### config.mk
export PLATFORM = sky130hd
export DESIGN_NAME = game_top
export DESIGN_NICKNAME = d
export VERILOG_FILES = /design/src/source/vga_pkg.sv /design/src/source/game_pkg.sv /design/src/source/vga_timing.sv /design/src/source/draw_background.sv /design/src/source/collision.sv /design/src/source/draw_player.sv /design/src/source/game_top.sv
export SDC_FILE = /design/constraint.sdc
export NUM_CORES = 1
export LEC_CHECK = 0
export BUFFER_PORTS_ARGS = -buffer_cell sky130_fd_sc_hd__buf_2
export CORE_MARGIN = 2
export CORE_UTILIZATION = 40
export CTS_CLUSTER_SIZE = 30
export DETAILED_ROUTE_END_ITERATION = 6
export SLEW_MARGIN = 20
export SYNTH_ARGS = -nofsm -noshare
export SYNTH_HDL_FRONTEND = slang
export SYNTH_SLANG_ARGS = --single-unit
### constraint.sdc
create_clock -name clk -period 4.5 [get_ports clk]
set_clock_uncertainty 0.1 [all_clocks]
set_input_delay 1.125 -clock clk [delete_from_list [all_inputs] [get_ports clk]]
set_output_delay 1.125 -clock clk [all_outputs]
set_load 0.01 [all_outputs]
### src/source/vga_pkg.sv
//#######################################
// VGA 640x480 timing constants
// Coordinate and colour types
// Internal pixel stream and output port
//#######################################
`default_nettype none

package vga_pkg;

    // Counter and position width
    typedef logic [9:0] coord_t;

    // 4 bits per channel, red in the top nibble
    typedef logic [11:0] rgb_t;

    // Horizontal timing in pixels
    localparam coord_t H_ACTIVE = 10'd640;
    localparam coord_t H_FRONT  = 10'd16;
    localparam coord_t H_SYNC   = 10'd96;
    localparam coord_t H_TOTAL  = 10'd800;

    // Vertical timing in lines
    localparam coord_t V_ACTIVE = 10'd480;
    localparam coord_t V_FRONT  = 10'd10;
    localparam coord_t V_SYNC   = 10'd2;
    localparam coord_t V_TOTAL  = 10'd525;

    // Sync windows, start inclusive and end exclusive
    localparam coord_t H_SYNC_START = H_ACTIVE + H_FRONT;
    localparam coord_t H_SYNC_END   = H_SYNC_START + H_SYNC;
    localparam coord_t V_SYNC_START = V_ACTIVE + V_FRONT;
    localparam coord_t V_SYNC_END   = V_SYNC_START + V_SYNC;

    // Pixel stream passed between drawing stages
    typedef struct packed {
        coord_t hcount;
        logic   hsync;
        logic   hblnk;
        coord_t vcount;
        logic   vsync;
        logic   vblnk;
        rgb_t   rgb;
    } vga_t;

    // What leaves the chip
    typedef struct packed {
        logic hsync;
        logic vsync;
        rgb_t rgb;
    } vga_port_t;

endpackage

`default_nettype wire

### src/source/game_pkg.sv
//#######################################
// Playfield geometry and start position
// Obstacle rectangle and colour palette
// Button input struct
//#######################################
`default_nettype none

package game_pkg;

    import vga_pkg::*;

    // Visible playfield
    localparam coord_t SCREEN_WIDTH  = 10'd640;
    localparam coord_t SCREEN_HEIGHT = 10'd480;

    // Frame thickness around the playfield
    localparam coord_t BORDER = 10'd8;

    // Half-size of the player square
    localparam coord_t PLAYER_SIZE = 10'd8;

    // Player centre after reset
    localparam coord_t START_X = 10'd32;
    localparam coord_t START_Y = 10'd32;

    // Legal range of the player centre, the square never touches the frame
    localparam coord_t X_MIN = BORDER + PLAYER_SIZE;
    localparam coord_t Y_MIN = BORDER + PLAYER_SIZE;
    localparam coord_t X_MAX = SCREEN_WIDTH - BORDER - PLAYER_SIZE - 10'd1;
    localparam coord_t Y_MAX = SCREEN_HEIGHT - BORDER - PLAYER_SIZE - 10'd1;

    // Obstacle, both corners inclusive
    localparam coord_t OBST_X0 = 10'd100;
    localparam coord_t OBST_X1 = 10'd139;
    localparam coord_t OBST_Y0 = 10'd40;
    localparam coord_t OBST_Y1 = 10'd79;

    // Palette
    localparam rgb_t CYAN         = 12'h0FF;
    localparam rgb_t BORDER_COLOR = 12'hFA0;
    localparam rgb_t OBST_COLOR   = 12'h888;
    localparam rgb_t FLOOR_COLOR  = 12'h131;
    localparam rgb_t BLACK        = 12'h000;

    // Direction buttons, already synchronised to clk
    typedef struct packed {
        logic up;
        logic down;
        logic right;
        logic left;
    } buttons_t;

endpackage

`default_nettype wire

### src/source/vga_timing.sv
//#######################################
// 640x480 VGA timing generator
// Registered counters, sync and blanking
//#######################################
`default_nettype none

module vga_timing
    import vga_pkg::*;
(
    input  logic clk,
    input  logic rst,
    output vga_t vga
);

    coord_t hcount_nxt;
    coord_t vcount_nxt;
    logic   hsync_nxt;
    logic   hblnk_nxt;
    logic   vsync_nxt;
    logic   vblnk_nxt;

    // Next counter values
    always_comb begin
        hcount_nxt = vga.hcount + 10'd1;
        vcount_nxt = vga.vcount;
        if (vga.hcount == H_TOTAL - 10'd1) begin
            hcount_nxt = '0;
            // Line done, step to the next one
            if (vga.vcount == V_TOTAL - 10'd1) begin
                vcount_nxt = '0;
            end else begin
                vcount_nxt = vga.vcount + 10'd1;
            end
        end
    end

    // Sync and blanking decoded from the next counters
    // so they line up with the registered counts
    always_comb begin
        hblnk_nxt = (hcount_nxt >= H_ACTIVE);
        hsync_nxt = (hcount_nxt >= H_SYNC_START) && (hcount_nxt < H_SYNC_END);
        vblnk_nxt = (vcount_nxt >= V_ACTIVE);
        vsync_nxt = (vcount_nxt >= V_SYNC_START) && (vcount_nxt < V_SYNC_END);
    end

    always_ff @(posedge clk) begin
        if (rst) begin
            vga.hcount <= '0;
            vga.hsync  <= 1'b0;
            vga.hblnk  <= 1'b0;
            vga.vcount <= '0;
            vga.vsync  <= 1'b0;
            vga.vblnk  <= 1'b0;
            vga.rgb    <= '0;
        end else begin
            vga.hcount <= hcount_nxt;
            vga.hsync  <= hsync_nxt;
            vga.hblnk  <= hblnk_nxt;
            vga.vcount <= vcount_nxt;
            vga.vsync  <= vsync_nxt;
            vga.vblnk  <= vblnk_nxt;
            // Colour is filled in by the drawing stages
            vga.rgb    <= '0;
        end
    end

endmodule

`default_nettype wire

### src/source/draw_background.sv
//#######################################
// Background stage
// Frame, obstacle and floor colours
//#######################################
`default_nettype none

module draw_background
    import vga_pkg::*;
    import game_pkg::*;
(
    input  logic clk,
    input  logic rst,
    input  vga_t vga_in,
    output vga_t vga_out
);

    rgb_t rgb_nxt;
    logic blank;
    logic on_border;
    logic on_obstacle;

    assign blank = vga_in.hblnk || vga_in.vblnk;

    assign on_border = (vga_in.hcount < BORDER)
                    || (vga_in.hcount >= SCREEN_WIDTH - BORDER)
                    || (vga_in.vcount < BORDER)
                    || (vga_in.vcount >= SCREEN_HEIGHT - BORDER);

    assign on_obstacle = (vga_in.hcount >= OBST_X0) && (vga_in.hcount <= OBST_X1)
                      && (vga_in.vcount >= OBST_Y0) && (vga_in.vcount <= OBST_Y1);

    // Frame wins over the obstacle where they would meet
    always_comb begin
        if (blank) begin
            rgb_nxt = BLACK;
        end else if (on_border) begin
            rgb_nxt = BORDER_COLOR;
        end else if (on_obstacle) begin
            rgb_nxt = OBST_COLOR;
        end else begin
            rgb_nxt = FLOOR_COLOR;
        end
    end

    always_ff @(posedge clk) begin
        if (rst) begin
            vga_out <= '0;
        end else begin
            vga_out     <= vga_in;
            vga_out.rgb <= rgb_nxt;
        end
    end

endmodule

`default_nettype wire

### src/source/collision.sv
//#######################################
// Obstacle collision test
// One flag per direction of a single step
//#######################################
`default_nettype none

module collision
    import vga_pkg::*;
    import game_pkg::*;
(
    input  coord_t xpos,
    input  coord_t ypos,
    output logic   col_up,
    output logic   col_down,
    output logic   col_right,
    output logic   col_left
);

    // Square centred at (x, y) spans x-7..x+8 and y-7..y+8
    function automatic logic hits_obstacle(input coord_t x, input coord_t y);
        coord_t left_edge;
        coord_t right_edge;
        coord_t top_edge;
        coord_t bottom_edge;
        left_edge   = x - PLAYER_SIZE + 10'd1;
        right_edge  = x + PLAYER_SIZE;
        top_edge    = y - PLAYER_SIZE + 10'd1;
        bottom_edge = y + PLAYER_SIZE;
        return (left_edge <= OBST_X1) && (right_edge >= OBST_X0)
            && (top_edge <= OBST_Y1) && (bottom_edge >= OBST_Y0);
    endfunction

    coord_t ypos_up;
    coord_t ypos_down;
    coord_t xpos_right;
    coord_t xpos_left;

    // Candidate centres one pixel away
    // The position bounds keep these clear of wrap-around
    assign ypos_up    = ypos - 10'd1;
    assign ypos_down  = ypos + 10'd1;
    assign xpos_right = xpos + 10'd1;
    assign xpos_left  = xpos - 10'd1;

    assign col_up    = hits_obstacle(xpos, ypos_up);
    assign col_down  = hits_obstacle(xpos, ypos_down);
    assign col_right = hits_obstacle(xpos_right, ypos);
    assign col_left  = hits_obstacle(xpos_left, ypos);

endmodule

`default_nettype wire

### src/source/draw_player.sv
//#######################################
// Player stage
// Movement tick, position and clamping
// Cyan square drawn over the stream
//#######################################
`default_nettype none

module draw_player
    import vga_pkg::*;
    import game_pkg::*;
#(
    parameter int STEP_TICKS = 250000
) (
    input  logic     clk,
    input  logic     rst,
    input  buttons_t buttons,
    input  vga_t     vga_in,
    output vga_t     vga_out,
    output coord_t   xpos,
    output coord_t   ypos
);

    localparam int TICK_W = (STEP_TICKS > 1) ? $clog2(STEP_TICKS) : 1;

    logic [TICK_W-1:0] tick;
    coord_t xpos_nxt;
    coord_t ypos_nxt;
    logic   col_up;
    logic   col_down;
    logic   col_right;
    logic   col_left;
    logic   in_square;
    rgb_t   rgb_nxt;

    collision u_collision (
        .xpos      (xpos),
        .ypos      (ypos),
        .col_up    (col_up),
        .col_down  (col_down),
        .col_right (col_right),
        .col_left  (col_left)
    );

    // Movement tick
    // A step is taken whenever it reads 0
    always_ff @(posedge clk) begin
        if (rst) begin
            tick <= '0;
        end else if (tick == TICK_W'(STEP_TICKS - 1)) begin
            tick <= '0;
        end else begin
            tick <= tick + TICK_W'(1);
        end
    end

    // Highest priority button picks the direction
    // A blocked direction is not replaced by a lower one
    always_comb begin
        xpos_nxt = xpos;
        ypos_nxt = ypos;
        if (tick == '0) begin
            if (buttons.up) begin
                if (!col_up && ypos > Y_MIN) begin
                    ypos_nxt = ypos - 10'd1;
                end
            end else if (buttons.down) begin
                if (!col_down && ypos < Y_MAX) begin
                    ypos_nxt = ypos + 10'd1;
                end
            end else if (buttons.right) begin
                if (!col_right && xpos < X_MAX) begin
                    xpos_nxt = xpos + 10'd1;
                end
            end else if (buttons.left) begin
                if (!col_left && xpos > X_MIN) begin
                    xpos_nxt = xpos - 10'd1;
                end
            end
        end
    end

    always_ff @(posedge clk) begin
        if (rst) begin
            xpos <= START_X;
            ypos <= START_Y;
        end else begin
            xpos <= xpos_nxt;
            ypos <= ypos_nxt;
        end
    end

    // Same square footprint as the collision test
    assign in_square = (vga_in.hcount >= xpos - PLAYER_SIZE + 10'd1)
                    && (vga_in.hcount <= xpos + PLAYER_SIZE)
                    && (vga_in.vcount >= ypos - PLAYER_SIZE + 10'd1)
                    && (vga_in.vcount <= ypos + PLAYER_SIZE);

    assign rgb_nxt = (in_square && !vga_in.hblnk && !vga_in.vblnk) ? CYAN : vga_in.rgb;

    always_ff @(posedge clk) begin
        if (rst) begin
            vga_out <= '0;
        end else begin
            vga_out     <= vga_in;
            vga_out.rgb <= rgb_nxt;
        end
    end

endmodule

`default_nettype wire

### src/source/game_top.sv
//#######################################
// Game core top level
// Timing, background and player stages
//#######################################
`default_nettype none

module game_top
    import vga_pkg::*;
    import game_pkg::*;
#(
    parameter int STEP_TICKS = 250000
) (
    input  logic      clk,
    input  logic      rst,
    input  buttons_t  buttons,
    output vga_port_t vga,
    output coord_t    xpos,
    output coord_t    ypos
);

    vga_t timing_vga;
    vga_t bg_vga;
    vga_t player_vga;

    vga_timing u_vga_timing (
        .clk (clk),
        .rst (rst),
        .vga (timing_vga)
    );

    draw_background u_draw_background (
        .clk     (clk),
        .rst     (rst),
        .vga_in  (timing_vga),
        .vga_out (bg_vga)
    );

    draw_player #(
        .STEP_TICKS (STEP_TICKS)
    ) u_draw_player (
        .clk     (clk),
        .rst     (rst),
        .buttons (buttons),
        .vga_in  (bg_vga),
        .vga_out (player_vga),
        .xpos    (xpos),
        .ypos    (ypos)
    );

    // Two register stages after the timing generator
    assign vga.hsync = player_vga.hsync;
    assign vga.vsync = player_vga.vsync;
    assign vga.rgb   = player_vga.rgb;

endmodule

`default_nettype wire

==> results.sh, run 1 <==
export IMPL_synthCells=1017
export IMPL_slew_headroom=0.4568
export IMPL_place_congestion=0.9331
export IMPL_p_per_area_nw_per_um2=437.7
export IMPL_die_w_um=145.8
export IMPL_hold_path_class="reg2reg"
export IMPL_placed_area_um2=8409
export IMPL_syn_to_final_growth_pct=8.100
export IMPL_r2r_cells=15
export IMPL_synth_edf_count=0
export IMPL_fin_crit_sh=0.9181
export IMPL_clock_fmax_mhz=242.1
export IMPL_cts_hold_buf=0
export IMPL_grt_overflow=0
export IMPL_clk_path_buf_depth=2
export IMPL_die_h_um=145.8
export IMPL_wl_um=21540
export IMPL_via_per_inst=5.698
export IMPL_post_dp_hpwl_um=15940
export IMPL_setup_violations=0
export IMPL_power_uw=3808
export IMPL_ctsResizeCount=0
export IMPL_p_sw_uw=1656
export IMPL_start_util=0.4108
export IMPL_grt_pass1_wl_um=35310
export IMPL_core_area_um2=19590
export IMPL_cp_end_kind="flop"
export IMPL_status="finished, final reports clean"
export IMPL_cts_max_level=3
export IMPL_wl_per_cell_um=16.66
export IMPL_diodes=0
export IMPL_cts_tree="yes"
export IMPL_root_buffer="clkbuf_16"
export IMPL_antenna_found_initial=0
export IMPL_cts_sinks=101
export IMPL_final_min_clock_period_ns=4.131
export IMPL_antenna_left=0
export IMPL_io_buffers=39
export IMPL_yosysWarnings=0
export IMPL_path_class="reg2reg"
export IMPL_p_leak_uw=0.003572
export IMPL_nets=1100
export IMPL_finalWorstSetupSlack_ns=0.3687
export IMPL_synth_flop_cell="dfxtp_1"
export IMPL_share_comb_of_total_power=0.522
export IMPL_n_fill_cell=2005
export IMPL_ys_types=87
export IMPL_fp_row_count=51
export IMPL_critical_path_arrival_ns=4.28
export IMPL_cap_violations=0
export IMPL_worstHoldPathCells=1
export IMPL_drc=0
export IMPL_post_cts_repair_setup_buffers=0
export IMPL_critical_path_peak_fanout=12
export IMPL_layout_drive_gt1_share=0.1080
export IMPL_place_ws_ns=0.4654
export IMPL_grt_max_degree=31
export IMPL_syn_avg_cell_area_um2=7.913
export IMPL_rsz0062_at_grt="false"
export IMPL_cp_required_ns=4.65
export IMPL_ir_drop_mv=0.2079
export IMPL_final_cell_mix="110 x nor2_1, 101 x dfxtp_1, 71 x ha_1, 60 x xnor2_1, 56 x nand2_1"
export IMPL_drtPass1Iterations=6
export IMPL_clk_latency_ns=0.36
export IMPL_ys_seq_area_frac=0.2512
export IMPL_synth_seq_cells=101
export IMPL_mostFrequentLayoutCell="nor2_1"
export IMPL_grt_util_all_layers=0.2008
export IMPL_p_clk_frac=0.205
export IMPL_pwr_share_seq=0.273
export IMPL_grt_pass1_vias=6851
export IMPL_p_int_uw=2152
export IMPL_netlist_area_um2=8048
export IMPL_drtIter0Drc=499
export IMPL_timing_final_max_slew_violations=0
export IMPL_stdcell_area_um2=8700
export IMPL_async_flop_share=0
export IMPL_ios=40
export IMPL_die_area_um2=21270
export IMPL_hold_viol=0
export IMPL_path_clk_slew_ns=0.08
export IMPL_cp_start_kind="flop"
export IMPL_p_sw_frac=0.4348
export IMPL_worst_pin_slew_ns=0.8137
export IMPL_syn_num_nets=1094
export IMPL_fin_setup_tns_ns=0
export IMPL_cts_made_buffers=9
export IMPL_vias=7368
-- critical path, stage by stage, from the launching register on --
cell and delay [ns]:
dfxtp_1 0.44, inv_1 0.19, ha_1 0.23, or3b_2 0.51
xnor2_1 0.26, inv_1 0.16, ha_1 0.23, inv_1 0.05
a31oi_1 0.06, nand4b_1 0.21, or4_1 0.40, o21ai_0 0.18
nand4_1 0.26, nand3_1 0.20, o21ai_1 0.23, a31o_2 0.30
-- per-layer routing --
layer	global-route usage	part of all wire
met1	0.2789	0.48
met2	0.3158	0.45
met3	0.03386	0.047
met4	0.06667	0.021
met5	0	0
-- stage by stage --
step | hold WS, ns | cells | util
after global routing | 0.3578 | 1293 | 0.4441
after global placement | 0.3169 | 1277 | 0.4293
after detailed placement | 0.3282 | 1277 | 0.4293
after floorplan | 0.3138 | 1017 | -
after CTS | 0.3395 | 1293 | 0.4441
final | 0.3345 | 1293 | 0.4441
-- final timing paths --
path | endpoint | startpoint | slack [ns]
max | u_draw_player.xpos[8] | u_draw_player.xpos[1] | 0.37
min | u_draw_player.vga_out[10] | u_draw_background.vga_out[10] | 0.33
max reg2reg | u_draw_player.xpos[8] | u_draw_player.xpos[1] | 0.37
min reg2reg | u_draw_player.vga_out[10] | u_draw_background.vga_out[10] | 0.33
-- flip-flops by register name (all words and copies together), names as in the netlist --
name / flops
u_draw_player.tick: 18
u_draw_player.vga_out: 10
u_draw_background.vga_out: 29
u_draw_player.ypos: 10
u_vga_timing.vga: 24
u_draw_player.xpos: 10
-- Yosys cell counts, types with 10 or more instances --
cell / number / share of area
ha_1: 71 / 0.11
nor2_1: 110 / 0.051
inv_1: 46 / 0.021
and3_1: 19 / 0.015
xor2_1: 25 / 0.027
nand3_1: 54 / 0.034
o211ai_1: 15 / 0.014
xnor2_1: 60 / 0.065
nor3_1: 34 / 0.021
a21o_1: 17 / 0.016
a31oi_1: 14 / 0.011
o21a_1: 11 / 0.010
nor2b_1: 33 / 0.026
clkbuf_1: 38 / 0.018
a21oi_1: 47 / 0.029
o21ai_0: 37 / 0.023
nand2_1: 56 / 0.026
dfxtp_1: 101 / 0.25
nand4_1: 24 / 0.019
buf_4: 10 / 0.0093
-- cell families after synthesis --
group                      share of synthesized area
and+or+nand+nor                               0.2561
adders and majority gates                     0.1104
DFF                                           0.2512
AOI/OAI and AO/OA                             0.2049
buffers and inverters                        0.06437
muxes                                        0.01850
xor gates and xnor gates                     0.09453
-- power by group through the flow --
stage	clock network (uW)	logic (uW)	registers, uW
after floorplan	0	1550	1010
after CTS	800	1960	1040
after global placement	0	1960	1050
after detailed placement	0	1940	1060
after global routing	838	2200	1050
final	782	1990	1040
-- final cells by class --
class                           count  area (um^2)  share of cell area
Clock buffer                       10        229.0             0.02632
Clock inverter                      6        61.31            0.007047
Inverter                           50        187.7             0.02157
Multi-Input combinational cell    800         5508              0.6331
Sequential cell                   101         2022              0.2324
Tap cell                          265        331.6             0.03811
Timing Repair Buffer               61        360.3             0.04142
(Power assumes the default switching activity.)
==> inputs of run 2 (changes only) <==
--- a/config.mk
+++ b/config.mk
@@ -5,6 +5,7 @@
 export SDC_FILE = /design/constraint.sdc
 export NUM_CORES = 1
 export LEC_CHECK = 0
+export ABC_AREA = 1
 export BUFFER_PORTS_ARGS = -buffer_cell sky130_fd_sc_hd__buf_2
 export CORE_MARGIN = 2
 export CORE_UTILIZATION = 40
==> results.sh, run 2 <==
export IMPL_status="finished, final reports clean"
export IMPL_wl_um=20740
export IMPL_worst_pin_slew_ns=0.7954
export IMPL_mostFrequentLayoutCell="nand2_1"
export IMPL_cts_made_buffers=9
export IMPL_die_area_um2=21240
export IMPL_synth_top_cell_by_area="dfxtp_1"
export IMPL_critPathSlowestCell="dfxtp_1"
export IMPL_grt_pass1_wl_um=33980
export IMPL_diodes=0
export IMPL_n_fill_cell=2098
export IMPL_cp_start_kind="flop"
export IMPL_ys_types=47
export IMPL_grt_util_all_layers=0.1955
export IMPL_cp_top_family="simple AND/OR/NAND/NOR gates"
export IMPL_final_min_clock_period_ns=3.372
export IMPL_critical_path_peak_fanout=16
export IMPL_netlist_area_um2=8036
export IMPL_cts_sinks=101
export IMPL_pwr_share_seq=0.345
export IMPL_clk_latency_ns=0.36
export IMPL_wl_per_cell_um=13.46
export IMPL_p_leak_uw=0.004133
export IMPL_syn_num_nets=1325
export IMPL_layout_drive_gt1_share=0.1089
export IMPL_cp_required_ns=4.68
export IMPL_hold_path_class="reg2reg"
export IMPL_path_clk_slew_ns=0.08
export IMPL_path_class="reg2reg"
export IMPL_synthCells=1248
export IMPL_ys_seq_area_frac=0.2516
export IMPL_synth_top_cell_area_share=0.2516
export IMPL_drc=0
export IMPL_antenna_found_initial=0
export IMPL_p_per_area_nw_per_um2=339.2
export IMPL_die_h_um=145.7
export IMPL_fp_row_count=51
export IMPL_largest_reg_flops=29
export IMPL_setup_violations=0
export IMPL_cts_tree="yes"
export IMPL_ir_drop_mv=0.1773
export IMPL_cts_max_level=3
export IMPL_critical_path_max_stage_delay_ns=0.79
export IMPL_post_cts_repair_setup_buffers=0
export IMPL_power_uw=2943
export IMPL_p_sw_uw=1233
export IMPL_start_util=0.4102
export IMPL_finalWorstSetupSlack_ns=1.128
export IMPL_grt_pass1_vias=6829
export IMPL_p_sw_frac=0.4190
export IMPL_async_flop_share=0
export IMPL_synth_most_common_cell="nand2_1"
export IMPL_clock_fmax_mhz=296.6
export IMPL_synth_flop_cell="dfxtp_1"
export IMPL_reg_top3="u_draw_background.vga_out x29, u_vga_timing.vga x24, u_draw_player.tick x18"
export IMPL_syn_avg_cell_area_um2=6.439
export IMPL_seq_area_um2=2022
export IMPL_synth_commonest_cells="311 x nand2_1, 186 x nor2_1, 137 x inv_1"
export IMPL_fin_cells=1541
export IMPL_place_ws_ns=1.136
export IMPL_cp_cell_sequence="nand3_1 > nor2_1 > xor2_1 > inv_1 > ha_1 > nand2_1 > inv_1 > nand3_1 > nor3_1 > nand2_1 > a211oi_1 > o2111ai_1 > o21ai_0"
export IMPL_ios=40
export IMPL_fin_util=0.4429
export IMPL_rsz0062_at_grt="false"
export IMPL_fin_setup_tns_ns=0
export IMPL_met1_usage=0.2634
export IMPL_grt_util_met3=0.03135
export IMPL_synth_edf_count=0
export IMPL_share_comb_of_total_power=0.384
export IMPL_fin_crit_sh=0.7493
export IMPL_grt_overflow=0
export IMPL_cp_end_kind="flop"
export IMPL_antenna_left=0
export IMPL_via_per_inst=4.978
export IMPL_drtPass1Iterations=5
export IMPL_p_int_uw=1710
export IMPL_slew_headroom=0.4662
export IMPL_crit_buf_inv=2
export IMPL_critical_path_arrival_ns=3.55
export IMPL_p_clk_frac=0.271
export IMPL_die_w_um=145.7
export IMPL_clk_path_buf_depth=2
export IMPL_root_buffer="clkbuf_16"
export IMPL_met2_usage=0.3238
export IMPL_busiest_layer="met2"
export IMPL_io_buffers=39
export IMPL_core_area_um2=19590
export IMPL_drtIter0Drc=426
export IMPL_timing_final_max_slew_violations=0
export IMPL_final_cell_mix="311 x nand2_1, 186 x nor2_1, 137 x inv_1, 101 x nand3_1, 101 x dfxtp_1"
export IMPL_cap_violations=0
export IMPL_syn_to_final_growth_pct=7.971
export IMPL_post_dp_hpwl_um=16330
export IMPL_top_register="u_draw_background.vga_out"
export IMPL_place_inst=1525
export IMPL_multi_input_area_um2=5206
export IMPL_ctsResizeCount=0
export IMPL_place_congestion=0.9149
export IMPL_nets=1348
export IMPL_grt_max_degree=52
export IMPL_synth_seq_cells=101
export IMPL_yosysWarnings=0
export IMPL_vias=7671
export IMPL_synth_area_leaders="dfxtp_1 25%, nand2_1 15%, ha_1 11%"
export IMPL_hold_viol=0
export IMPL_cts_hold_buf=0
## run 2: changes by cell type in the layout (fill, tap and decap cells not counted), moves of 19 or more
cell	change
nor2_2	+19
nor2b_1	-33
nor2_1	+76
nand2_2	+21
xnor2_1	-57
nand2_1	+255
inv_1	+91
nand3_1	+47
buf_4	-19
## run 2: logic make-up (layout without fill, tap and decap cells)
group | count (synthesis) | count (layout) | synth area share
flip-flops | 101 | 101 | 0.2516
adder cells (fa/ha/maj) | 71 | 71 | 0.1105
buffers and inverters | 188 | 216 | 0.1006
XOR/XNOR | 41 | 41 | 0.05169
AND/OR/NAND/NOR | 725 | 725 | 0.3987
multiplexers | 1 | 1 | 0.001246
AO/OA/AOI/OAI | 121 | 121 | 0.08563
## run 2: worst min-delay path, delay by kind of cell (launching register included)
kind                   cells  cell delay [ns]
buffers and inverters      1             0.05
AND/OR/NAND/NOR            1             0.03
flip-flops                 1             0.30
## run 2: final cells by class
cell class                      count  area share
Clock inverter                      6    0.007498
Clock buffer                       10     0.02754
Timing Repair Buffer               42     0.02509
Sequential cell                   101      0.2330
Inverter                          158     0.06864
Tap cell                          265     0.03821
Multi-Input combinational cell    959      0.6000
## run 2: metal layers
metal	part of all wire	routed length, um	up-vias
li1	-	-	4048
met5	0	0	-
met2	0.46	9574	149
met4	0.017	351	0
met3	0.041	852	24
met1	0.48	9964	3450
## run 2: path summary, 6_finish.rpt
check | start | end | slack (ns) | cells past startpoint
max reg2reg | u_draw_player.xpos[5] | u_draw_player.vga_out[3] | 1.13 | 13
max | u_draw_player.xpos[5] | u_draw_player.vga_out[3] | 1.13 | 13
min | u_vga_timing.vga[13] | u_draw_background.vga_out[13] | 0.31 | 2
min reg2reg | u_vga_timing.vga[13] | u_draw_background.vga_out[13] | 0.31 | 2
## run 2: power by group through the flow
stage / clock network [uW] / logic [uW] / registers (uW)
after floorplan: 0 / 899 / 995
after global placement: 0 / 1120 / 1030
after detailed placement: 0 / 1130 / 1030
after CTS: 824 / 1130 / 1010
after global routing: 854 / 1300 / 1020
final: 798 / 1130 / 1010
## run 2: per-stage QoR
| step | area [um^2] | hold WS [ns] |
|---|---|---|
| after global routing | 8677 | 0.3367 |
| after global placement | 8373 | 0.3014 |
| final | 8677 | 0.3123 |
| after detailed placement | 8373 | 0.2963 |
| after CTS | 8677 | 0.3172 |
| after floorplan | 8036 | 0.2883 |
==> inputs of run 3 (changes only) <==
==> constraint.sdc (replaced) <==
create_clock -name clk -period 3.1 [get_ports clk]
set_clock_uncertainty 0.1 [all_clocks]
set_input_delay 0.775 -clock clk [delete_from_list [all_inputs] [get_ports clk]]
set_output_delay 0.775 -clock clk [all_outputs]
set_load 0.01 [all_outputs]
==> results.sh, run 3 (synthesized netlist as in run 2, its figures left out) <==
export IMPL_path_class="reg2reg"
export IMPL_top_register="u_draw_background.vga_out"
export IMPL_place_inst=1572
export IMPL_cp_required_ns=3.26
export IMPL_ios=40
export IMPL_r2r_cells=19
export IMPL_cp_end_kind="flop"
export IMPL_worstHoldPathCells=2
export IMPL_syn_to_final_growth_pct=13.11
export IMPL_drtIter0Drc=584
export IMPL_die_w_um=145.7
export IMPL_cap_violations=0
export IMPL_fin_crit_sh=0.9233
export IMPL_p_leak_uw=0.004366
export IMPL_diodes=0
export IMPL_layout_drive_gt1_share=0.1474
export IMPL_hold_path_class="reg2reg"
export IMPL_via_per_inst=4.924
export IMPL_fin_util=0.4640
export IMPL_drtPass1Iterations=5
export IMPL_cts_max_level=3
export IMPL_grt_pass1_wl_um=35820
export IMPL_die_h_um=145.7
export IMPL_start_util=0.4102
export IMPL_mostFrequentLayoutCell="nand2_1"
export IMPL_status="finished, final reports clean"
export IMPL_p_int_uw=2650
export IMPL_pwr_share_seq=0.315
export IMPL_clk_latency_ns=0.37
export IMPL_ir_drop_mv=0.2767
export IMPL_largest_reg_flops=29
export IMPL_setup_violations=0
export IMPL_share_comb_of_total_power=0.416
export IMPL_reg_top3="u_draw_background.vga_out x29, u_vga_timing.vga x24, u_draw_player.tick x18"
export IMPL_core_area_um2=19590
export IMPL_place_congestion=0.9548
export IMPL_p_clk_frac=0.269
export IMPL_grt_overflow=0
export IMPL_path_clk_slew_ns=0.08
export IMPL_slew_headroom=0.5888
export IMPL_rsz0062_at_grt="false"
export IMPL_vias=7820
export IMPL_p_sw_uw=1833
export IMPL_clk_path_buf_depth=2
export IMPL_critical_path_peak_fanout=9
export IMPL_p_sw_frac=0.4089
export IMPL_p_per_area_nw_per_um2=493.1
export IMPL_reg2reg_setup_slack_ns=0.24
export IMPL_power_uw=4482
export IMPL_wl_per_cell_um=13.77
export IMPL_final_min_clock_period_ns=2.862
export IMPL_n_fill_cell=2018
export IMPL_hold_viol=0
export IMPL_timing_final_max_slew_violations=0
export IMPL_fin_setup_tns_ns=0
export IMPL_wl_um=21870
export IMPL_fp_row_count=51
export IMPL_worst_pin_slew_ns=0.6111
export IMPL_critical_path_arrival_ns=3.02
export IMPL_cts_made_buffers=9
export IMPL_grt_pass1_vias=7214
export IMPL_cts_sinks=101
export IMPL_grt_max_degree=35
export IMPL_antenna_left=0
export IMPL_drc=0
export IMPL_die_area_um2=21240
export IMPL_cp_start_kind="flop"
export IMPL_grt_util_all_layers=0.2062
export IMPL_antenna_found_initial=0
export IMPL_final_cell_mix="311 x nand2_1, 186 x nor2_1, 137 x inv_1, 101 x nand3_1, 96 x dfxtp_1"
export IMPL_clock_fmax_mhz=349.4
export IMPL_cts_tree="yes"
export IMPL_fin_cells=1588
export IMPL_nets=1396
export IMPL_root_buffer="clkbuf_16"
export IMPL_io_buffers=39
export IMPL_post_dp_hpwl_um=17280
run 3: worst paths after layout:
check                           startpoint                         to
max                  u_draw_player.ypos[1]      u_draw_player.ypos[2]
min          u_draw_background.vga_out[13]  u_draw_player.vga_out[13]
max reg2reg          u_draw_player.ypos[1]      u_draw_player.ypos[2]
min reg2reg  u_draw_background.vga_out[13]  u_draw_player.vga_out[13]
run 3: critical path, cell delays in order, from the launching register on:
cell and delay, ns:
dfxtp_1 0.40, ha_1 0.23, nand2_2 0.14, nor2_4 0.15, xor2_1 0.24, ha_1 0.20, nand2_1 0.08, nor2_1 0.12
nand2_1 0.10, nand2_1 0.07, nand2_1 0.04, nor2_1 0.10, nand2_1 0.06, nor2_1 0.10, nand3_2 0.07, nand2_1 0.12
nand2_4 0.07, buf_4 0.16, a21oi_1 0.13, nor2_1 0.06
run 3: power by group through the flow:
stage	clock network [uW]	registers, uW	logic, uW
after floorplan	0	1440	1300
after global placement	0	1440	1830
after detailed placement	0	1440	1830
after CTS	1240	1410	1840
after global routing	1290	1420	2120
final	1210	1410	1860
run 3: repair_timing:
action                                  in CTS  in global routing
setup buffers                                0                  0
gates resized for setup                      0                 14
hold buffers                                 0                  0
hold endpoints to repair                     0                  0
endpoints found under the setup margin       0                 22
run 3: final cells by class:
cell class,count,area [um^2],share of cell area
multi-input cells,960,5261,0.5788
flip-flops and latches,101,2028,0.2231
inverters,158,595.6,0.06552
repair buffers,89,570.5,0.06277
well taps,265,331.6,0.03648
clock buffers,9,225.2,0.02478
clock inverters,6,77.57,0.008534
run 3: routing by layer:
| layer | part of all wire | track usage | wire length [um] |
|---|---|---|---|
| met1 | 0.48 | 0.2823 | 10580 |
| met2 | 0.46 | 0.3358 | 9993 |
| met3 | 0.042 | 0.03417 | 920 |
| met4 | 0.017 | 0.05686 | 376 |
| met5 | 0 | 0 | 0 |
run 3: per-stage QoR:
stage	cell area [um^2]	hold slack (ns)	worst slack (ns)
finish	9090	0.3094	0.2379
global route	9090	0.3306	0.006851
CTS	9029	0.3126	0.1334
detailed placement	8726	0.3011	0.1522
global placement	8726	0.2987	0.1387
floorplan	8036	0.2883	0.2473
